File: src/hdl/div_consts.svh
/*
 * width and iteration count defines for the integer divide unit
 */

`ifndef DIV_CONSTS_SVH
`define DIV_CONSTS_SVH

// data path widths
`define DIV_XLEN   64       // full register width
`define DIV_HALF   32       // word-form width

// restoring iterations, one quotient bit each
`define DIV_ITER_D 64       // div, divu, rem, remu
`define DIV_ITER_W 32       // divw, divuw, remw, remuw

// counter must hold DIV_ITER_D itself
`define DIV_CNT_W  7

`endif
File: src/hdl/div_pkg.sv
/*
 * operation and controller state types for the divide unit
 */

package div_pkg;

  // ==========================================================================
  // one-hot operation codes
  // ==========================================================================
  typedef enum logic [7:0] {
    OP_DIVW  = 8'b0000_0001,  // signed, word
    OP_DIVUW = 8'b0000_0010,  // unsigned, word
    OP_DIVU  = 8'b0000_0100,  // unsigned, 64 bit
    OP_DIV   = 8'b0000_1000,  // signed, 64 bit
    OP_REMW  = 8'b0001_0000,
    OP_REMUW = 8'b0010_0000,
    OP_REMU  = 8'b0100_0000,
    OP_REM   = 8'b1000_0000
  } div_op_e;

  // ==========================================================================
  // divider controller states
  // ==========================================================================
  typedef enum logic [1:0] {
    ST_IDLE = 2'b00,  // waiting for a start
    ST_ITER = 2'b01,  // shift-subtract in progress
    ST_DONE = 2'b10   // result held until consumed
  } div_state_e;

endpackage

File: src/hdl/div_unit_top.sv
/*
 * integer divide unit top level
 */

`timescale 1ns/1ps
`include "div_consts.svh"

module div_unit_top import div_pkg::*; (
  input  logic                 clk,
  input  logic                 rst_n,
  input  logic                 div_valid_i,
  input  div_op_e              div_op_i,
  input  logic [`DIV_XLEN-1:0] dividend_i,
  input  logic [`DIV_XLEN-1:0] divisor_i,
  input  logic                 result_ready_i,
  output logic [`DIV_XLEN-1:0] div_out_o,
  output logic                 div_stall_o,
  output logic                 result_ok_o
);

  // start path, combinational from the raw inputs
  logic                  special;
  logic [`DIV_XLEN-1:0]  special_result;
  logic [`DIV_XLEN-1:0]  dvd_mag;
  logic [`DIV_XLEN-1:0]  dvs_mag;
  logic                  quo_neg;
  logic                  rem_neg;
  logic [`DIV_CNT_W-1:0] iter_cnt;

  // latched state toward the result select
  div_op_e               core_op;
  logic                  core_special;
  logic [`DIV_XLEN-1:0]  core_quotient;
  logic [`DIV_XLEN-1:0]  core_remainder;
  logic                  core_quo_neg;
  logic                  core_rem_neg;

  div_special_case u_special (
    .div_op_i         (div_op_i),
    .dividend_i       (dividend_i),
    .divisor_i        (divisor_i),
    .special_o        (special),
    .special_result_o (special_result)
  );

  div_operand_prep u_prep (
    .div_op_i   (div_op_i),
    .dividend_i (dividend_i),
    .divisor_i  (divisor_i),
    .dvd_mag_o  (dvd_mag),
    .dvs_mag_o  (dvs_mag),
    .quo_neg_o  (quo_neg),
    .rem_neg_o  (rem_neg),
    .iter_cnt_o (iter_cnt)
  );

  div_restoring_core u_core (
    .clk              (clk),
    .rst_n            (rst_n),
    .div_valid_i      (div_valid_i),
    .div_op_i         (div_op_i),
    .special_i        (special),
    .special_result_i (special_result),
    .dvd_mag_i        (dvd_mag),
    .dvs_mag_i        (dvs_mag),
    .quo_neg_i        (quo_neg),
    .rem_neg_i        (rem_neg),
    .iter_cnt_i       (iter_cnt),
    .result_ready_i   (result_ready_i),
    .op_o             (core_op),
    .special_o        (core_special),
    .quotient_o       (core_quotient),
    .remainder_o      (core_remainder),
    .quo_neg_o        (core_quo_neg),
    .rem_neg_o        (core_rem_neg),
    .div_stall_o      (div_stall_o),
    .result_ok_o      (result_ok_o)
  );

  div_result_sel u_sel (
    .op_i        (core_op),
    .special_i   (core_special),
    .quotient_i  (core_quotient),
    .remainder_i (core_remainder),
    .quo_neg_i   (core_quo_neg),
    .rem_neg_i   (core_rem_neg),
    .div_out_o   (div_out_o)
  );

endmodule

File: src/hdl/div_result_sel.sv
/*
 * result select: sign restore, quotient or remainder pick,
 * word-form sign extension
 */

`timescale 1ns/1ps
`include "div_consts.svh"

module div_result_sel import div_pkg::*; (
  input  div_op_e               op_i,
  input  logic                  special_i,
  input  logic [`DIV_XLEN-1:0]  quotient_i,
  input  logic [`DIV_XLEN-1:0]  remainder_i,
  input  logic                  quo_neg_i,
  input  logic                  rem_neg_i,
  output logic [`DIV_XLEN-1:0]  div_out_o
);

  logic                 rem_op;
  logic                 word_op;
  logic [`DIV_XLEN-1:0] raw_val;
  logic                 neg;
  logic [`DIV_XLEN-1:0] signed_val;

  assign rem_op  = op_i inside {OP_REM, OP_REMU, OP_REMW, OP_REMUW};
  assign word_op = op_i inside {OP_DIVW, OP_DIVUW, OP_REMW, OP_REMUW};

  // pick the half of the core register this op wants
  assign raw_val = rem_op ? remainder_i : quotient_i;
  assign neg     = rem_op ? rem_neg_i : quo_neg_i;

  assign signed_val = neg ? (~raw_val + 1'b1) : raw_val;

  always_comb begin
    if (special_i) begin
      div_out_o = quotient_i;   // fixed result already in final form
    end else if (word_op) begin
      div_out_o = {{(`DIV_XLEN-`DIV_HALF){signed_val[`DIV_HALF-1]}},
                   signed_val[`DIV_HALF-1:0]};
    end else begin
      div_out_o = signed_val;
    end
  end

endmodule

File: src/hdl/div_restoring_core.sv
/*
 * divider controller FSM and restoring shift-subtract datapath,
 * one quotient bit per ST_ITER cycle
 */

`timescale 1ns/1ps
`include "div_consts.svh"

module div_restoring_core import div_pkg::*; (
  input  logic                  clk,
  input  logic                  rst_n,
  input  logic                  div_valid_i,
  input  div_op_e               div_op_i,
  input  logic                  special_i,
  input  logic [`DIV_XLEN-1:0]  special_result_i,
  input  logic [`DIV_XLEN-1:0]  dvd_mag_i,
  input  logic [`DIV_XLEN-1:0]  dvs_mag_i,
  input  logic                  quo_neg_i,
  input  logic                  rem_neg_i,
  input  logic [`DIV_CNT_W-1:0] iter_cnt_i,
  input  logic                  result_ready_i,
  output div_op_e               op_o,
  output logic                  special_o,
  output logic [`DIV_XLEN-1:0]  quotient_o,
  output logic [`DIV_XLEN-1:0]  remainder_o,
  output logic                  quo_neg_o,
  output logic                  rem_neg_o,
  output logic                  div_stall_o,
  output logic                  result_ok_o
);

  div_state_e             state_q, state_nxt;
  div_op_e                op_q;
  logic                   special_q;
  logic                   quo_neg_q;
  logic                   rem_neg_q;
  logic [2*`DIV_XLEN-1:0] rq_q;         // remainder : quotient
  logic [`DIV_XLEN-1:0]   dvs_q;
  logic [`DIV_CNT_W-1:0]  cnt_q;
  logic [`DIV_CNT_W-1:0]  cnt_dec;
  logic                   op_known;
  logic                   start;
  logic [`DIV_XLEN:0]     part_rem;     // shifted remainder, one bit wider
  logic [`DIV_XLEN+1:0]   trial;
  logic [2*`DIV_XLEN-1:0] rq_step;

  assign op_known = div_op_i inside {OP_DIV, OP_DIVU, OP_DIVW, OP_DIVUW,
                                     OP_REM, OP_REMU, OP_REMW, OP_REMUW};
  assign start    = (state_q == ST_IDLE) && div_valid_i && op_known;
  assign cnt_dec  = cnt_q - 1'b1;

  // ==========================================================================
  // one restoring step
  // ==========================================================================
  assign part_rem = rq_q[2*`DIV_XLEN-1:`DIV_XLEN-1];
  assign trial    = {1'b0, part_rem} - {2'b00, dvs_q};

  always_comb begin
    if (trial[`DIV_XLEN+1]) begin   // negative, restore
      rq_step = {part_rem[`DIV_XLEN-1:0], rq_q[`DIV_XLEN-2:0], 1'b0};
    end else begin
      rq_step = {trial[`DIV_XLEN-1:0], rq_q[`DIV_XLEN-2:0], 1'b1};
    end
  end

  // ==========================================================================
  // controller
  // ==========================================================================
  always_ff @(posedge clk) begin
    if (rst_n) state_q <= ST_IDLE;
    else       state_q <= state_nxt;
  end

  always_comb begin
    state_nxt = state_q;
    case (state_q)
      ST_IDLE: if (start) state_nxt = special_i ? ST_DONE : ST_ITER;
      ST_ITER: if (cnt_dec == '0) state_nxt = ST_DONE;   // last bit this cycle
      ST_DONE: if (result_ready_i) state_nxt = ST_IDLE;
      default: state_nxt = ST_IDLE;
    endcase
  end

  always_ff @(posedge clk) begin
    if (rst_n) begin
      op_q      <= div_op_e'(8'h00);
      special_q <= 1'b0;
      quo_neg_q <= 1'b0;
      rem_neg_q <= 1'b0;
      rq_q      <= '0;
      dvs_q     <= '0;
      cnt_q     <= '0;
    end else begin
      case (state_q)
        ST_IDLE: if (start) begin
          op_q      <= div_op_i;
          special_q <= special_i;
          quo_neg_q <= quo_neg_i & ~special_i;
          rem_neg_q <= rem_neg_i & ~special_i;
          rq_q      <= {{`DIV_XLEN{1'b0}}, special_i ? special_result_i : dvd_mag_i};
          dvs_q     <= dvs_mag_i;
          cnt_q     <= iter_cnt_i;
        end
        ST_ITER: begin
          rq_q  <= rq_step;
          cnt_q <= cnt_dec;
        end
        default: ;  // ST_DONE holds its result
      endcase
    end
  end

  // outputs to the result select
  assign op_o        = op_q;
  assign special_o   = special_q;
  assign quotient_o  = rq_q[`DIV_XLEN-1:0];
  assign remainder_o = rq_q[2*`DIV_XLEN-1:`DIV_XLEN];
  assign quo_neg_o   = quo_neg_q;
  assign rem_neg_o   = rem_neg_q;

  assign div_stall_o = (start && !special_i) || (state_q == ST_ITER);
  assign result_ok_o = (state_q == ST_DONE);

endmodule

File: src/hdl/div_operand_prep.sv
/*
 * start-cycle operand preparation: magnitudes, result signs
 * and iteration count for the restoring core
 */

`timescale 1ns/1ps
`include "div_consts.svh"

module div_operand_prep import div_pkg::*; (
  input  div_op_e               div_op_i,
  input  logic [`DIV_XLEN-1:0]  dividend_i,
  input  logic [`DIV_XLEN-1:0]  divisor_i,
  output logic [`DIV_XLEN-1:0]  dvd_mag_o,
  output logic [`DIV_XLEN-1:0]  dvs_mag_o,
  output logic                  quo_neg_o,
  output logic                  rem_neg_o,
  output logic [`DIV_CNT_W-1:0] iter_cnt_o
);

  localparam logic [`DIV_CNT_W-1:0] ITER_D = `DIV_ITER_D;
  localparam logic [`DIV_CNT_W-1:0] ITER_W = `DIV_ITER_W;

  logic                 word_op;
  logic                 signed_op;
  logic [`DIV_XLEN-1:0] dvd_ext;
  logic [`DIV_XLEN-1:0] dvs_ext;
  logic                 dvd_neg;
  logic                 dvs_neg;
  logic [`DIV_XLEN-1:0] dvd_abs;

  assign word_op   = div_op_i inside {OP_DIVW, OP_DIVUW, OP_REMW, OP_REMUW};
  assign signed_op = div_op_i inside {OP_DIV, OP_DIVW, OP_REM, OP_REMW};

  // widen the low word first, sign or zero by operation
  always_comb begin
    dvd_ext = dividend_i;
    dvs_ext = divisor_i;
    if (word_op) begin
      dvd_ext = {{(`DIV_XLEN-`DIV_HALF){signed_op & dividend_i[`DIV_HALF-1]}},
                 dividend_i[`DIV_HALF-1:0]};
      dvs_ext = {{(`DIV_XLEN-`DIV_HALF){signed_op & divisor_i[`DIV_HALF-1]}},
                 divisor_i[`DIV_HALF-1:0]};
    end
  end

  assign dvd_neg = signed_op & dvd_ext[`DIV_XLEN-1];
  assign dvs_neg = signed_op & dvs_ext[`DIV_XLEN-1];

  // two's complement magnitudes
  assign dvd_abs   = dvd_neg ? (~dvd_ext + 1'b1) : dvd_ext;
  assign dvs_mag_o = dvs_neg ? (~dvs_ext + 1'b1) : dvs_ext;

  // word dividend goes to the top of the low half, 32 shifts are enough
  assign dvd_mag_o = word_op ? {dvd_abs[`DIV_HALF-1:0], {`DIV_HALF{1'b0}}} : dvd_abs;

  assign quo_neg_o  = dvd_neg ^ dvs_neg;
  assign rem_neg_o  = dvd_neg;              // remainder follows the dividend
  assign iter_cnt_o = word_op ? ITER_W : ITER_D;

endmodule

File: src/hdl/div_special_case.sv
/*
 * divide by zero and signed overflow detection
 * with the architectural results for both cases
 */

`timescale 1ns/1ps
`include "div_consts.svh"

module div_special_case import div_pkg::*; (
  input  div_op_e               div_op_i,
  input  logic [`DIV_XLEN-1:0]  dividend_i,
  input  logic [`DIV_XLEN-1:0]  divisor_i,
  output logic                  special_o,
  output logic [`DIV_XLEN-1:0]  special_result_o
);

  logic                 known_op;
  logic                 word_op;
  logic                 signed_op;
  logic                 rem_op;
  logic                 div_zero;
  logic                 div_ovf;
  logic                 ovf_dword;
  logic                 ovf_word;
  logic [`DIV_XLEN-1:0] dvd_src;

  // operation class decode
  assign known_op  = div_op_i inside {OP_DIV, OP_DIVU, OP_DIVW, OP_DIVUW,
                                      OP_REM, OP_REMU, OP_REMW, OP_REMUW};
  assign word_op   = div_op_i inside {OP_DIVW, OP_DIVUW, OP_REMW, OP_REMUW};
  assign signed_op = div_op_i inside {OP_DIV, OP_DIVW, OP_REM, OP_REMW};
  assign rem_op    = div_op_i inside {OP_REM, OP_REMU, OP_REMW, OP_REMUW};

  // word forms only look at the low half of the divisor
  assign div_zero = known_op &&
                    (word_op ? (divisor_i[`DIV_HALF-1:0] == '0) : (divisor_i == '0));

  // most negative value over minus one
  assign ovf_dword = (dividend_i == {1'b1, {(`DIV_XLEN-1){1'b0}}}) && (&divisor_i);
  assign ovf_word  = (dividend_i[`DIV_HALF-1:0] == {1'b1, {(`DIV_HALF-1){1'b0}}}) &&
                     (&divisor_i[`DIV_HALF-1:0]);
  assign div_ovf   = known_op && signed_op && !div_zero &&
                     (word_op ? ovf_word : ovf_dword);

  // dividend as the result would carry it
  assign dvd_src = word_op ?
                   {{(`DIV_XLEN-`DIV_HALF){dividend_i[`DIV_HALF-1]}},
                    dividend_i[`DIV_HALF-1:0]} :
                   dividend_i;

  always_comb begin
    if (div_zero) begin
      special_result_o = rem_op ? dvd_src : '1;   // quotient is all ones
    end else if (div_ovf) begin
      special_result_o = rem_op ? '0 : dvd_src;
    end else begin
      special_result_o = '0;
    end
  end

  assign special_o = div_zero | div_ovf;

endmodule

File: config.mk
export PLATFORM = sky130hd
export DESIGN_NAME = div_unit_top
export DESIGN_NICKNAME = d
export VERILOG_FILES = /design/src/hdl/div_pkg.sv /design/src/hdl/div_unit_top.sv /design/src/hdl/div_result_sel.sv /design/src/hdl/div_restoring_core.sv /design/src/hdl/div_operand_prep.sv /design/src/hdl/div_special_case.sv
export VERILOG_INCLUDE_DIRS = /design/src /design/src/hdl
export SDC_FILE = /design/constraint.sdc
export NUM_CORES = 1
export LEC_CHECK = 0
export BUFFER_PORTS_ARGS = -buffer_cell sky130_fd_sc_hd__buf_2
export CORE_ASPECT_RATIO = 1.2
export CORE_MARGIN = 1
export CORE_UTILIZATION = 25
export DETAILED_ROUTE_END_ITERATION = 12
export PLACE_DENSITY = 0.52
export SYNTH_ARGS = -nofsm -noshare
export SYNTH_HDL_FRONTEND = slang
export SYNTH_SLANG_ARGS = --single-unit
File: constraint.sdc
create_clock -name clk -period 5.17 [get_ports clk]
set_input_delay 0.7755 -clock clk [delete_from_list [all_inputs] [get_ports clk]]
set_output_delay 0.7755 -clock clk [all_outputs]
set_load 0.05 [all_outputs]
==> results.tsv <==
stage	metric	value	unit
synthesis	Post-Synth Simple-Gate Area	24.0	%
worst_setup_path	flop-to-flop setup slack	0.82	ns
synthesis	Ys Warns	0	
min_path	Min-Delay Path Class	flip-flop to flip-flop	
floorplanning	Die X	268	µm
detailed_routing	DR pass1 iterations	8	
worst_setup_path	Critical Path Sink Type	output pin	
synthesis	Synth cell types	104	
synthesis	post-synthesis xor/xnor area fraction	9.78	%
synthesis	FFs w/ async S/R, synth	0	%
detailed_routing	DR iter-0 viols	2317	
placement	port bufs	205	
power	Pwr Density	665	nW/µm²
synthesis	Seq cells post-synth	212	
layout	nets@finish	3418	
clocking	clk_lat worst skew	0.57	ns
sta	Slew Viols, Final	0	
synthesis	Top FF cell, synth	dfxtp_1	
synthesis	Avg Inst Size Synth	6.89	µm²
run_status	status	finished clean	
synthesis	post-synthesis adder-cell area fraction	4.22	%
synthesis	EDFF count, synth	0	
clocking	Max Buffers Root-to-Sink	3	
sta	final worst path period share	99.0	%
detailed_routing	routed via count	24100	
synthesis	sequential share of the synthesized area	20.0	%
layout	share of cells above drive strength 1	14.5	%
detailed_routing	drt wl/cell	22.5	µm
sta	Final Hold Violating Endpoints	0	
floorplanning	core area	83700	µm²
clocking	Num CTS Buffers	26	
clocking	clock sinks	212	
synthesis	syn_nets	3292	
sta	fmax	195	MHz
grt	Tot GR Track Use	22.0	%
clocking	CTS tree	built	
floorplanning	Die ar.	86100	µm²
detailed_routing	wirelength, routed	97900	µm
worst_setup_path	required time of the critical path	4.39	ns
sta	minimum clock period	5.12	ns
sta	Worst Skew	0.0205	ns
sta	worst hold margin	0.450	ns
floorplanning	boundary pin count	206	
worst_setup_path	Setup crit start kind	flip-flop	
placement	Post-DP HPWL	77200	µm
synthesis	post-synthesis mux area share	2.89	%
clocking	Clock transition at path regs	0.06	ns
grt	total gr overflow	0	
grt	first-pass GRT wire length	144000	µm
power	Max VDD drop	0.871	mV
worst_setup_path	Worst Path Max Fanout	6	
sta	sum of negative setup slack	0	ns
power	static leakage	9.77	nW
grt	largest net degree at the start of global routing	83	
floorplanning	Die Span Y	321	µm
detailed_routing	Post-route DRC	0	
clocking	H-tree level count	1	
detailed_routing	vias per inst	5.55	
worst_setup_path	Crit Path Class	flip-flop to output pin	
clocking	CTS root buf	clkbuf_16	
floorplanning	row cnt	116	
grt	vias in the first global route	22600	
layout	Layout Area Growth over Synthesis	17.1	%
synthesis	Mapped Area	21200	µm²
grt	initial antenna violation count	7	
sta	final setup fails	0	
synthesis	Mapped Cells	3081	
placement	Final GP Congestion	0.983	
sta	Worst-Margin Slew	1.02	ns
flow_run	max cap viols	0	
synthesis	largest family of logic cells by synthesized area	compound AO/OA/AOI/OAI gates	
detailed_routing	Final ANT Viol Nets	0	
sta	RSZ-0062 raised after global routing	yes	
worst_setup_path	Worst EP arrival	4.34	ns
sta	Slew HR	32.0	%
floorplanning	Initial Util	25.3	%
synthesis	Compound-Gate Fraction of Synth Area	32.7	%
area by class of cell:
type / instances / area, µm²
antenna: 1 / 2.50
clock buffer: 40 / 753
clock inverter: 8 / 136
fill: 9294 / 58900
inverter: 114 / 428
multi-input combinational: 2534 / 15800
sequential: 212 / 4260
tap: 1121 / 1400
timing repair buffer: 319 / 2050
metrics by stage:
stage	area [µm²]	util, %	power (mW)	cells	setup WS, ns
finish	24800	29.7	16.5	4349	0.0530
global route	24800	29.7	14.0	4349	-0.0280
global placement	23700	28.3	15.4	4283	0.353
floorplan	21300	-	10.4	3081	0.00229
detailed placement	23700	28.3	11.0	4284	0.349
CTS	24700	29.4	13.0	4335	0.00894
worst paths after layout:
path | startpoint | end | depth (start not counted)
hold reg to reg | u_core.dvs_q[52]$_SDFFE_PP0P_ | u_core.dvs_q[52]$_SDFFE_PP0P_ | 2
setup reg to reg | u_core.rq_q[93]$_SDFFE_PP0P_ | u_core.rq_q[106]$_SDFFE_PP0P_ | 12
hold / removal | u_core.dvs_q[52]$_SDFFE_PP0P_ | u_core.dvs_q[52]$_SDFFE_PP0P_ | 2
setup / recovery | u_core.op_o[6]$_SDFFE_PP0P_ | div_out_o[50] | 13
flip-flops by register name, indices dropped and copies added (netlist names):
signal / cells
u_core.cnt_q: 7
u_core.dvs_q: 64
u_core.op_o: 8
u_core.quo_neg_o: 1
u_core.rem_neg_o: 1
u_core.rq_q: 128
u_core.special_o: 1
u_core.state_q: 2
where the power goes:
part           internal, mW  switching [mW]  leakage (nW)  total (mW)
registers              1.82           0.378          1.71        2.19
clock network          1.16           0.780         0.429        1.94
logic                  4.89            7.50          7.63        12.4
per-layer routing:
layer	vias up	GRT usage (%)	share of wire, %
li1	11600	-	-
met1	11400	26.4	40
met2	922	37.2	47
met3	235	2.56	5.7
met4	4	13.5	6.9
met5	-	0	0.028
cell families (layout without fill, tap and decap cells):
family,after synthesis,count (layout)
AO/OA/AOI/OAI,1095,1096
XOR/XNOR,237,237
multiplexers,60,60
other,0,1
flip-flops,212,212
buffers and inverters,336,481
AND/OR/NAND/NOR,1070,1070
adder cells (fa/ha/maj),71,71
worst max-delay path: stages (launching register included):
cell and delay (ns):
dfxtp_4 0.36, xor2_2 0.17, o211a_4 0.28, o21a_4 0.23, mux2i_2 0.21, ha_2 0.24
inv_2 0.05, o31ai_4 0.33, or4b_4 0.54, or3_4 0.45, o31ai_4 0.20, xor2_1 0.10
a221o_2 0.44, buf_8 0.18
timing repair:
action | 4_1_cts | 5_1_grt
resized for setup | 5 | 29
endpoints found under the setup margin | 13 | 26
cloned | 0 | 1
setup buffers | 3 | 12
pin swaps | 2 | 13
hold buffers | 0 | 0
cells in the mapped netlist, types with 16 or more instances:
| cell | instances | area [µm²] |
|---|---|---|
| a211oi_1 | 74 | 556 |
| a21o_1 | 39 | 293 |
| a21oi_1 | 333 | 1670 |
| a221o_1 | 17 | 170 |
| a22oi_1 | 44 | 330 |
| a31oi_1 | 51 | 319 |
| a32oi_1 | 18 | 158 |
| and2_1 | 17 | 106 |
| buf_2 | 40 | 200 |
| clkbuf_1 | 162 | 608 |
| dfxtp_1 | 212 | 4240 |
| ha_1 | 70 | 876 |
| inv_1 | 113 | 424 |
| mux2i_1 | 50 | 500 |
| nand2_1 | 358 | 1340 |
| nand2b_1 | 16 | 100 |
| nand3_1 | 31 | 155 |
| nand4_1 | 33 | 206 |
| nor2_1 | 308 | 1160 |
| nor3_1 | 104 | 521 |
| nor4_1 | 49 | 307 |
| o21a_1 | 24 | 180 |
| o21ai_0 | 237 | 1190 |
| o21ai_1 | 24 | 120 |
| o22a_1 | 19 | 166 |
| o22ai_1 | 35 | 219 |
| o31a_1 | 17 | 149 |
| o31ai_1 | 34 | 255 |
| or3_1 | 38 | 238 |
| or4_1 | 25 | 188 |
| xnor2_1 | 118 | 1030 |
| xor2_1 | 119 | 1040 |
cells in the final DEF, fill, tap and decap left out, types with 31 or more instances in the layout:
cell type / netlist / final
dfxtp_1: 212 / 208
buf_2: 40 / 192
nor2_1: 308 / 303
nor4_1: 49 / 47
xnor2_1: 118 / 118
a21oi_1: 333 / 330
a31oi_1: 51 / 51
nand4_1: 33 / 33
nor3_1: 104 / 103
ha_1: 70 / 69
or3_1: 38 / 37
mux2i_1: 50 / 48
inv_1: 113 / 112
nand2_1: 358 / 358
a21o_1: 39 / 39
o22ai_1: 35 / 35
a22oi_1: 44 / 44
o21ai_0: 237 / 234
buf_4: 5 / 115
a211oi_1: 74 / 74
nand3_1: 31 / 31
xor2_1: 119 / 118
o31ai_1: 34 / 31
(Power assumes the default switching activity.)
